===== src/hw/quad_servo_pkg.sv =====
package quad_servo_pkg;

  //*********************************************************************
  // shared widths and types
  //*********************************************************************
  localparam int NUM_FEET   = 4;                  // legs on the robot
  localparam int NUM_JOINTS = 3;                  // servos per leg, a b c

  typedef logic        [15:0] width_t;            // pulse width in clk ticks
  typedef logic signed [15:0] bias_t;             // signed trim in clk ticks
  typedef logic        [1:0]  foot_t;             // foot number 0..3

  // flat bias table, index = foot * NUM_JOINTS + joint
  typedef bias_t bias_arr_t [NUM_FEET*NUM_JOINTS];

  //*********************************************************************
  // default joint trims per foot
  //*********************************************************************
  localparam bias_arr_t DEFAULT_BIAS = '{
    bias_t'(70),                                  // foot 0 joint a
    bias_t'(-25),                                 // foot 0 joint b
    bias_t'(-10),                                 // foot 0 joint c
    bias_t'(-110),                                // foot 1 joint a
    bias_t'(-40),                                 // foot 1 joint b
    bias_t'(-75),                                 // foot 1 joint c
    bias_t'(-75),                                 // foot 2 joint a
    bias_t'(-20),                                 // foot 2 joint b
    bias_t'(-35),                                 // foot 2 joint c
    bias_t'(-5),                                  // foot 3 joint a
    bias_t'(-55),                                 // foot 3 joint b
    bias_t'(-45)                                  // foot 3 joint c
  };

endpackage


===== src/hw/leg_cmd_if.sv =====
interface leg_cmd_if;

  logic                   vld;                    // one cycle command strobe
  quad_servo_pkg::foot_t  foot;                   // target foot
  quad_servo_pkg::width_t width_a;                // joint a width
  quad_servo_pkg::width_t width_b;                // joint b width
  quad_servo_pkg::width_t width_c;                // joint c width

  // top level drives the shared command
  modport src
  (
    output vld, foot, width_a, width_b, width_c
  );

  // every leg sees the same command, filters by foot
  modport leg
  (
    input  vld, foot, width_a, width_b, width_c
  );

endinterface


===== src/hw/gait_status.sv =====
module gait_status
#(
  parameter int FIFO_DEPTH = 16,                  // sets the fill width
  parameter int PG_FULL    = 12                   // nearly full threshold
)
(
  input  logic                            clk_72m,
  input  logic                            rst,
  input  logic [$clog2(FIFO_DEPTH+1)-1:0] fill_0, // foot 0 queue level
  input  logic [$clog2(FIFO_DEPTH+1)-1:0] fill_1,
  input  logic [$clog2(FIFO_DEPTH+1)-1:0] fill_2,
  input  logic [$clog2(FIFO_DEPTH+1)-1:0] fill_3,
  output logic                            foot_backpress,   // any queue nearly full
  output logic                            foot_busystate    // any queue holds work
);

  logic any_full;
  logic any_busy;

  //*********************************************************************
  // combine the four levels
  //*********************************************************************
  always_comb
  begin
    any_full = (fill_0 >= PG_FULL) || (fill_1 >= PG_FULL) ||
               (fill_2 >= PG_FULL) || (fill_3 >= PG_FULL);
    any_busy = (fill_0 != '0) || (fill_1 != '0) ||
               (fill_2 != '0) || (fill_3 != '0);
  end

  always_ff @(posedge clk_72m)
  begin
    if (rst)
    begin
      foot_backpress <= 1'b0;
      foot_busystate <= 1'b0;
    end
    else
    begin
      foot_backpress <= any_full;                 // one cycle behind fill
      foot_busystate <= any_busy;
    end
  end

  // every queue drained means idle on the next edge
  a_idle : assert property (@(posedge clk_72m) disable iff (rst)
    ((fill_0 == '0) && (fill_1 == '0) && (fill_2 == '0) && (fill_3 == '0))
    |=> !foot_busystate);

endmodule


===== src/hw/leg_ctrl.sv =====
module leg_ctrl
#(
  parameter quad_servo_pkg::foot_t FOOT_ID      = '0,       // foot this leg answers to
  parameter int                    FRAME_CYCLES = 1440000,
  parameter int                    FIFO_DEPTH   = 16,
  parameter quad_servo_pkg::bias_t BIAS_A       = '0,
  parameter quad_servo_pkg::bias_t BIAS_B       = '0,
  parameter quad_servo_pkg::bias_t BIAS_C       = '0
)
(
  input  logic                              clk_72m,
  input  logic                              rst,
  leg_cmd_if.leg                            cmd,      // shared command bus
  output logic [2:0]                        servo,    // joint a b c pwm
  output logic [$clog2(FIFO_DEPTH+1)-1:0]   fill      // queued commands
);

  localparam int PTR_W  = (FIFO_DEPTH > 1) ? $clog2(FIFO_DEPTH) : 1;
  localparam int FILL_W = $clog2(FIFO_DEPTH + 1);

  logic [47:0]              mem [FIFO_DEPTH];     // {a, b, c} per entry
  logic [PTR_W-1:0]         wr_ptr;
  logic [PTR_W-1:0]         rd_ptr;
  logic                     accept;               // command is for this foot
  logic                     wr_en;
  logic                     rd_en;
  logic                     frame_end;            // from the pwm timer
  logic                     armed;                // first command has played
  logic [2:0]               pwm_servo;
  quad_servo_pkg::width_t   width_a;              // widths of the current frame
  quad_servo_pkg::width_t   width_b;
  quad_servo_pkg::width_t   width_c;

  //*********************************************************************
  // queue control
  //*********************************************************************
  assign accept = cmd.vld && (cmd.foot == FOOT_ID);
  assign wr_en  = accept && (fill != FILL_W'(FIFO_DEPTH));    // full drops it
  assign rd_en  = frame_end && (fill != '0);                  // one pop per frame

  always_ff @(posedge clk_72m)
  begin
    if (wr_en)
      mem[wr_ptr] <= {cmd.width_a, cmd.width_b, cmd.width_c};
  end

  always_ff @(posedge clk_72m)
  begin
    if (rst)
    begin
      wr_ptr  <= '0;
      rd_ptr  <= '0;
      fill    <= '0;
      armed   <= 1'b0;
      width_a <= '0;
      width_b <= '0;
      width_c <= '0;
    end
    else
    begin
      if (wr_en)
        wr_ptr <= (wr_ptr == PTR_W'(FIFO_DEPTH - 1)) ? '0 : wr_ptr + 1'b1;
      if (rd_en)
      begin
        rd_ptr                      <= (rd_ptr == PTR_W'(FIFO_DEPTH - 1)) ? '0 : rd_ptr + 1'b1;
        {width_a, width_b, width_c} <= mem[rd_ptr];     // live from next frame
        armed                       <= 1'b1;
      end
      case ({wr_en, rd_en})
        2'b10:   fill <= fill + 1'b1;
        2'b01:   fill <= fill - 1'b1;
        default: fill <= fill;                          // idle or push and pop
      endcase
    end
  end

  //*********************************************************************
  // pulse generator
  //*********************************************************************
  servo_pwm
  #(
    .FRAME_CYCLES   (FRAME_CYCLES   ),
    .BIAS_A         (BIAS_A         ),
    .BIAS_B         (BIAS_B         ),
    .BIAS_C         (BIAS_C         )
  )
  servo_pwm_inst
  (
    .clk_72m        (clk_72m        ),  // input
    .rst            (rst            ),  // input
    .width_a        (width_a        ),  // input  [15:0]
    .width_b        (width_b        ),  // input  [15:0]
    .width_c        (width_c        ),  // input  [15:0]
    .servo          (pwm_servo      ),  // output [2:0]
    .frame_end      (frame_end      )   // output
  );

  // bias alone would pulse a positive trim joint, so stay quiet until armed
  assign servo = pwm_servo & {3{armed}};

  a_fill_max  : assert property (@(posedge clk_72m) disable iff (rst)
    fill <= FIFO_DEPTH);

  a_full_hold : assert property (@(posedge clk_72m) disable iff (rst)
    (fill == FILL_W'(FIFO_DEPTH)) |=> (fill <= $past(fill)));

endmodule


===== src/hw/quad_servo_top.sv =====
module quad_servo_top
#(
  parameter int                        FRAME_CYCLES = 1440000,   // 20 ms frame
  parameter int                        FIFO_DEPTH   = 16,
  parameter int                        PG_FULL      = 12,
  parameter quad_servo_pkg::bias_arr_t BIAS         = quad_servo_pkg::DEFAULT_BIAS
)
(
  input  logic                   clk_72m,
  input  logic                   rst,
  input  logic                   cmd_vld,         // single cycle strobe
  input  quad_servo_pkg::foot_t  cmd_foot,
  input  quad_servo_pkg::width_t cmd_width_a,
  input  quad_servo_pkg::width_t cmd_width_b,
  input  quad_servo_pkg::width_t cmd_width_c,
  output logic servo_1a, output logic servo_1b, output logic servo_1c,
  output logic servo_2a, output logic servo_2b, output logic servo_2c,
  output logic servo_3a, output logic servo_3b, output logic servo_3c,
  output logic servo_4a, output logic servo_4b, output logic servo_4c,
  output logic                   foot_backpress,  // advisory only
  output logic                   foot_busystate
);

  localparam int FILL_W = $clog2(FIFO_DEPTH + 1);

  logic [2:0]        leg_servo [quad_servo_pkg::NUM_FEET];  // per foot, bit 0 = joint a
  logic [FILL_W-1:0] leg_fill  [quad_servo_pkg::NUM_FEET];

  //*********************************************************************
  // command bus
  //*********************************************************************
  leg_cmd_if cmd_bus();

  assign cmd_bus.vld     = cmd_vld;
  assign cmd_bus.foot    = cmd_foot;
  assign cmd_bus.width_a = cmd_width_a;
  assign cmd_bus.width_b = cmd_width_b;
  assign cmd_bus.width_c = cmd_width_c;

  //*********************************************************************
  // four legs side by side
  //*********************************************************************
  for (genvar f = 0; f < quad_servo_pkg::NUM_FEET; f++)
  begin : g_leg
    leg_ctrl
    #(
      .FOOT_ID      (quad_servo_pkg::foot_t'(f)                    ),
      .FRAME_CYCLES (FRAME_CYCLES                                  ),
      .FIFO_DEPTH   (FIFO_DEPTH                                    ),
      .BIAS_A       (BIAS[f*quad_servo_pkg::NUM_JOINTS + 0]        ),
      .BIAS_B       (BIAS[f*quad_servo_pkg::NUM_JOINTS + 1]        ),
      .BIAS_C       (BIAS[f*quad_servo_pkg::NUM_JOINTS + 2]        )
    )
    leg_ctrl_inst
    (
      .clk_72m      (clk_72m       ),   // input
      .rst          (rst           ),   // input
      .cmd          (cmd_bus.leg   ),   // shared command
      .servo        (leg_servo[f]  ),   // output [2:0]
      .fill         (leg_fill[f]   )    // output queue level
    );
  end

  assign {servo_1c, servo_1b, servo_1a} = leg_servo[0];
  assign {servo_2c, servo_2b, servo_2a} = leg_servo[1];
  assign {servo_3c, servo_3b, servo_3a} = leg_servo[2];
  assign {servo_4c, servo_4b, servo_4a} = leg_servo[3];

  gait_status
  #(
    .FIFO_DEPTH     (FIFO_DEPTH     ),
    .PG_FULL        (PG_FULL        )
  )
  gait_status_inst
  (
    .clk_72m        (clk_72m        ),  // input
    .rst            (rst            ),  // input
    .fill_0         (leg_fill[0]    ),
    .fill_1         (leg_fill[1]    ),
    .fill_2         (leg_fill[2]    ),
    .fill_3         (leg_fill[3]    ),
    .foot_backpress (foot_backpress ),  // output reg
    .foot_busystate (foot_busystate )   // output reg
  );

endmodule


===== src/hw/servo_pwm.sv =====
module servo_pwm
#(
  parameter int                    FRAME_CYCLES = 1440000,  // 20 ms at 72 MHz
  parameter quad_servo_pkg::bias_t BIAS_A       = '0,
  parameter quad_servo_pkg::bias_t BIAS_B       = '0,
  parameter quad_servo_pkg::bias_t BIAS_C       = '0
)
(
  input  logic                   clk_72m,
  input  logic                   rst,
  input  quad_servo_pkg::width_t width_a,         // commanded width joint a
  input  quad_servo_pkg::width_t width_b,
  input  quad_servo_pkg::width_t width_c,
  output logic [2:0]             servo,           // registered pwm, bit 0 = joint a
  output logic                   frame_end        // last cycle of the frame
);

  localparam int CNT_W = $clog2(FRAME_CYCLES);

  logic [CNT_W-1:0] frame_cnt;                    // position inside the frame
  logic [CNT_W-1:0] eff_w [3];                    // clamped width plus bias

  // width plus trim, held inside 0 .. FRAME_CYCLES-1
  function automatic logic [CNT_W-1:0] clamp_width
  (
    input quad_servo_pkg::width_t w,
    input quad_servo_pkg::bias_t  b
  );
    logic signed [31:0] sum;
    sum = $signed({16'd0, w}) + 32'(b);           // trim sign extends
    if (sum < 0)
      clamp_width = '0;                           // negative means never high
    else if (sum > FRAME_CYCLES - 1)
      clamp_width = CNT_W'(FRAME_CYCLES - 1);     // keep one low cycle per frame
    else
      clamp_width = sum[CNT_W-1:0];
  endfunction

  //*********************************************************************
  // frame timer
  //*********************************************************************
  assign frame_end = (frame_cnt == CNT_W'(FRAME_CYCLES - 1));

  always_comb
  begin
    eff_w[0] = clamp_width(width_a, BIAS_A);
    eff_w[1] = clamp_width(width_b, BIAS_B);
    eff_w[2] = clamp_width(width_c, BIAS_C);
  end

  //*********************************************************************
  // counter and pulse compare
  //*********************************************************************
  always_ff @(posedge clk_72m)
  begin
    if (rst)
    begin
      frame_cnt <= '0;
      servo     <= '0;
    end
    else
    begin
      frame_cnt <= frame_end ? '0 : frame_cnt + 1'b1;   // wrap at frame end
      for (int j = 0; j < 3; j++)
        servo[j] <= (frame_cnt < eff_w[j]);             // high for eff_w cycles
    end
  end

  // counter wraps before reaching the frame length
  a_cnt_range : assert property (@(posedge clk_72m) disable iff (rst)
    frame_cnt < FRAME_CYCLES);

endmodule


===== config.mk =====
export PLATFORM = sky130hd
export DESIGN_NAME = quad_servo_top
export DESIGN_NICKNAME = d
export VERILOG_FILES = /design/src/hw/quad_servo_pkg.sv /design/src/hw/leg_cmd_if.sv /design/src/hw/gait_status.sv /design/src/hw/leg_ctrl.sv /design/src/hw/quad_servo_top.sv /design/src/hw/servo_pwm.sv
export SDC_FILE = /design/constraint.sdc
export NUM_CORES = 2
export LEC_CHECK = 0
export BUFFER_PORTS_ARGS = -buffer_cell sky130_fd_sc_hd__buf_2
export CAP_MARGIN = 0
export CORE_MARGIN = 4
export CORE_UTILIZATION = 45
export CTS_CLUSTER_SIZE = 24
export DETAILED_ROUTE_END_ITERATION = 16
export GPL_TIMING_DRIVEN = 0
export PLACE_DENSITY = 0.64
export SLEW_MARGIN = 20
export SYNTH_ARGS = -nofsm -noshare
export SYNTH_HDL_FRONTEND = slang
export SYNTH_SLANG_ARGS = --single-unit

===== constraint.sdc =====
create_clock -name clk_72m -period 6.8 [get_ports clk_72m]
set_clock_uncertainty 0.1 [all_clocks]
set_input_delay 0.34 -clock clk_72m [delete_from_list [all_inputs] [get_ports clk_72m]]
set_output_delay 0.34 -clock clk_72m [all_outputs]
set_load 0.02 [all_outputs]

==> impl_metrics.toml <==
[layout]
n_fill_cell = 23303
register_area_sq_um = 99200
final_nets = 8296
layout-drive-gt1-share_pct = 20.7
final_core_util_pct = 52.3
syn_to_final_growth_pct = 15.7
final_area_sq_um = 157000
multiInputGateArea_sq_um = 35400

[grt]
overflow = 0
antenna_found_initial = 23
grt_pass1_vias = 74500
grtUsageTotal_pct = 22.2
grt_start_max_net_pins = 65
grt_first_pass_wirelength_microns = 506000

[floorplan]
row_count = 201
core_area_sq_um = 300000
start_util_pct = 45.2
design.die.area_sq_um = 310000
die_y_microns = 557
io_pins = 67
die_w_microns = 557

[place]
hpwl_microns = 225000
place_congestion = 0.858
io_buffers = 66
dpl-instance-area_sq_um = 145000

[power]
ir_worst_vdd_v = 0.000211
combPwrFrac_pct = 1.8
p_int_uw = 34300
power.switching_uw = 8620
total_power_uw = 42900
seqPwrFrac_pct = 53.5
switching_share_pct = 20.1
power_density_nw_per_um2 = 273
clockPowerShare_pct = 44.7
p_leak_uw = 0.0502

[yosys]
yosys.area.top_type = "edfxtp_1"
synthFlopType = "edfxtp_1"
syn_area_sq_um = 136000
ys_top_cells_by_area = "edfxtp_1, mux4_2, dfxtp_1, ha_1, nand2_1"
synth_edf_count = 3072
synth_fp_nets = 7603
async_flop_share_pct = 0
yosys_register_bits = 3418
seq_area_frac_synth_pct = 73.1
synth_top_area_share_pct = 68.0
synth_cell_type_count = 69
syn_inst = 7302
ys_warn_count = 0
avgSynthCellArea_sq_um = 18.6

[clock_tree]
cts_buffers = 354
post_cts_buffers = 0
cts-resized-gates = 0
cts_root_buffer = "clkbuf_16"
ctsLongestPathBuffers = 4
clk_pin_slew_ns = 0.06
clk_latency_ns = 0.91
htreeDepth = 5
cts_tree = "built"
cts.sinks = 3418

[route]
drt-total-wl_microns = 347000
dr.first_iter.drc_count = 8680
drc = 0
dr.pass1.iters = 6
routed-via-count = 73408
wl_per_cell_microns = 28.3
final_antenna_net_count = 0
vias_per_cell = 5.99

[timing]
max_slew.worst_pin.slew_ns = 1.14
max_slew_margin_pct = 24.2
max_clock_freq_ghz = 0.204
period_share_pct = 71.9
rsz0062_at_grt = "false"
slew_violations = 0
finalCriticalPeriod_ns = 4.89
hold_slack_ns = 0.204
hold_viol = 0
setup_viol = 0

[min_path]
hold_path_end = "g_leg[3].leg_ctrl_inst.mem[10][4]"
hp-class = "input port to flop"
min_from = "cmd_width_c[4]"
worstHoldPathCells = 2

[worst_setup_path]
critPathCaptureType = "flop"
rr_endpoint = "g_leg[3].leg_ctrl_inst.width_b[14]"
cp_cell_sequence = "clkbuf_1 -> clkbuf_1 -> clkbuf_1 -> clkbuf_1 -> mux4_2 -> a221oi_1 -> o22ai_1"
cp_slowest_cell = "clkbuf_1"
crit_arrival_ns = 5.54
cp-start-kind = "flop"
worstPathRequired_ns = 7.45
path_class = "flop to flop"
cp_max_fo = 10
reg2reg_depth = 7
cpMostUsedCell = "clkbuf_1"
critical_path.max_stage_delay_ns = 0.91
ff2ff_setup_slack_ns = 1.91
timing.rr.start = "g_leg[3].leg_ctrl_inst.rd_ptr[1]"

[run_status]
outcome = "finished clean"

[job]
maxCapViolCount = 0
per-stage QoR:
stage | setup slack [ns] | setup TNS [ns] | std cells
floorplan | 1.45 | 0 | 7302
global placement | -3.14 | -1812.00 | 11326
detailed placement | 1.90 | 0 | 11544
CTS | 1.88 | 0 | 12239
global route | 1.75 | 0 | 12241
finish | 1.91 | 0 | 12245
kinds of logic after synthesis:
kind of cell | share of synthesized area (%)
buffers and inverters | 1.24
muxes | 12.9
DFF | 73.1
adders and majority gates | 2.31
AOI/OAI and AO/OA | 4.88
and+or+nand+nor | 4.37
xor gates and xnor gates | 1.23
cell usage after synthesis (all sizes together) (7+ instances only):
cell type / count
a211oi: 17
a21o: 37
a21oi: 188
a221oi: 145
a22o: 144
a22oi: 98
a31oi: 15
and2: 26
and3: 30
buf: 97
clkbuf: 269
dfxtp: 346
edfxtp: 3072
ha: 244
inv: 66
mux2i: 23
mux4: 768
nand2: 550
nand2b: 32
nand3: 59
nand4: 55
nor2: 294
nor2b: 40
nor3: 70
nor4: 51
o21a: 7
o21ai: 67
o22ai: 144
o31ai: 19
o41ai: 7
or2: 8
or3: 17
or4: 23
xnor2: 91
xor2: 99
registers in the layout (all words and copies together) (netlist names):
register and flops:
g_leg.leg_ctrl_inst.width_a 64, g_leg.leg_ctrl_inst.width_b 64, gait_status_inst.foot_busystate 1, g_leg.leg_ctrl_inst.armed 4
g_leg.leg_ctrl_inst.wr_ptr 16, g_leg.leg_ctrl_inst.width_c 64, g_leg.leg_ctrl_inst.servo_pwm_inst.servo 12, g_leg.leg_ctrl_inst.servo_pwm_inst.frame_cnt 84
g_leg.leg_ctrl_inst.rd_ptr 16, gait_status_inst.foot_backpress 1, g_leg.leg_ctrl_inst.fill 20, g_leg.leg_ctrl_inst.mem 3072
metal layers:
layer	global-route usage [%]	up-vias	wire length (microns)
li1	-	31356	-
met1	31.3	38498	144000
met2	35.9	3020	166000
met3	3.25	530	26100
met4	6.64	4	10900
met5	0	-	21
layout make-up:
| cell class | instances | share of cell area [%] |
|---|---|---|
| antenna | 6 | 0.00956 |
| buffer | 366 | 0.932 |
| clock buffer | 468 | 6.13 |
| clock inverter | 174 | 1.20 |
| inverter | 66 | 0.158 |
| multi-input combinational | 3452 | 22.5 |
| sequential | 3418 | 63.2 |
| tap | 3958 | 3.15 |
| timing repair buffer | 337 | 2.75 |
placed cells by master, fill, tap and decap left out, types with 36 or more instances in the layout:
master	instances
a21o_1	37
a21oi_1	187
a221oi_1	145
a22o_1	144
a22oi_1	98
buf_1	36
buf_12	78
buf_2	71
buf_4	139
clkbuf_1	346
clkbuf_16	361
clkinv_1	60
clkinv_2	48
dfxtp_1	346
dlygate4sd3_1	53
edfxtp_1	3072
ha_1	244
inv_1	66
mux4_2	768
nand2_1	550
nand3_1	59
nand4_1	54
nor2_1	246
nor2_4	48
nor2b_1	39
nor3_1	54
nor4_1	46
o21ai_0	65
o22ai_1	144
xnor2_1	91
xor2_1	99
power by group through the flow:
stage / clock, uW / combinational, uW / sequential [uW]
floorplan: 0 / 203 / 23400
global placement: 0 / 687 / 23400
detailed placement: 0 / 767 / 23400
CTS: 19500 / 795 / 23000
global route: 20400 / 844 / 23000
finish: 19200 / 786 / 23000
worst max path at each step:
stage	slack (ns)	start	cells past startpoint	to
5_1_grt	1.75	g_leg[3].leg_ctrl_inst.rd_ptr[1]	7	g_leg[3].leg_ctrl_inst.width_b[14]
3_3_place_gp	-3.14	cmd_foot[1]	5	g_leg[1].leg_ctrl_inst.mem[0][10]
4_1_cts	1.88	g_leg[3].leg_ctrl_inst.rd_ptr[1]	7	g_leg[3].leg_ctrl_inst.width_b[14]
3_5_place_dp	1.90	g_leg[3].leg_ctrl_inst.rd_ptr[1]	7	g_leg[3].leg_ctrl_inst.width_b[14]
6_report	1.91	g_leg[3].leg_ctrl_inst.rd_ptr[1]	7	g_leg[3].leg_ctrl_inst.width_b[14]
2_1_floorplan	1.45	g_leg[0].leg_ctrl_inst.fill[0]	4	g_leg[0].leg_ctrl_inst.mem[3][0]
critical path: cells and delay by family, from the launching register on:
| family | cells | cell delay [ns] |
|---|---|---|
| muxes | 1 | 0.42 |
| DFF | 1 | 0.33 |
| buffers and inverters | 4 | 3.07 |
| AOI/OAI and AO/OA | 2 | 0.81 |
repair_timing:
action                                  CTS  global route
hold buffers                             53             0
setup endpoints to repair                 0             0
endpoints found under the hold margin  2680             0
No activity file was read; power rests on OpenSTA's default activity.
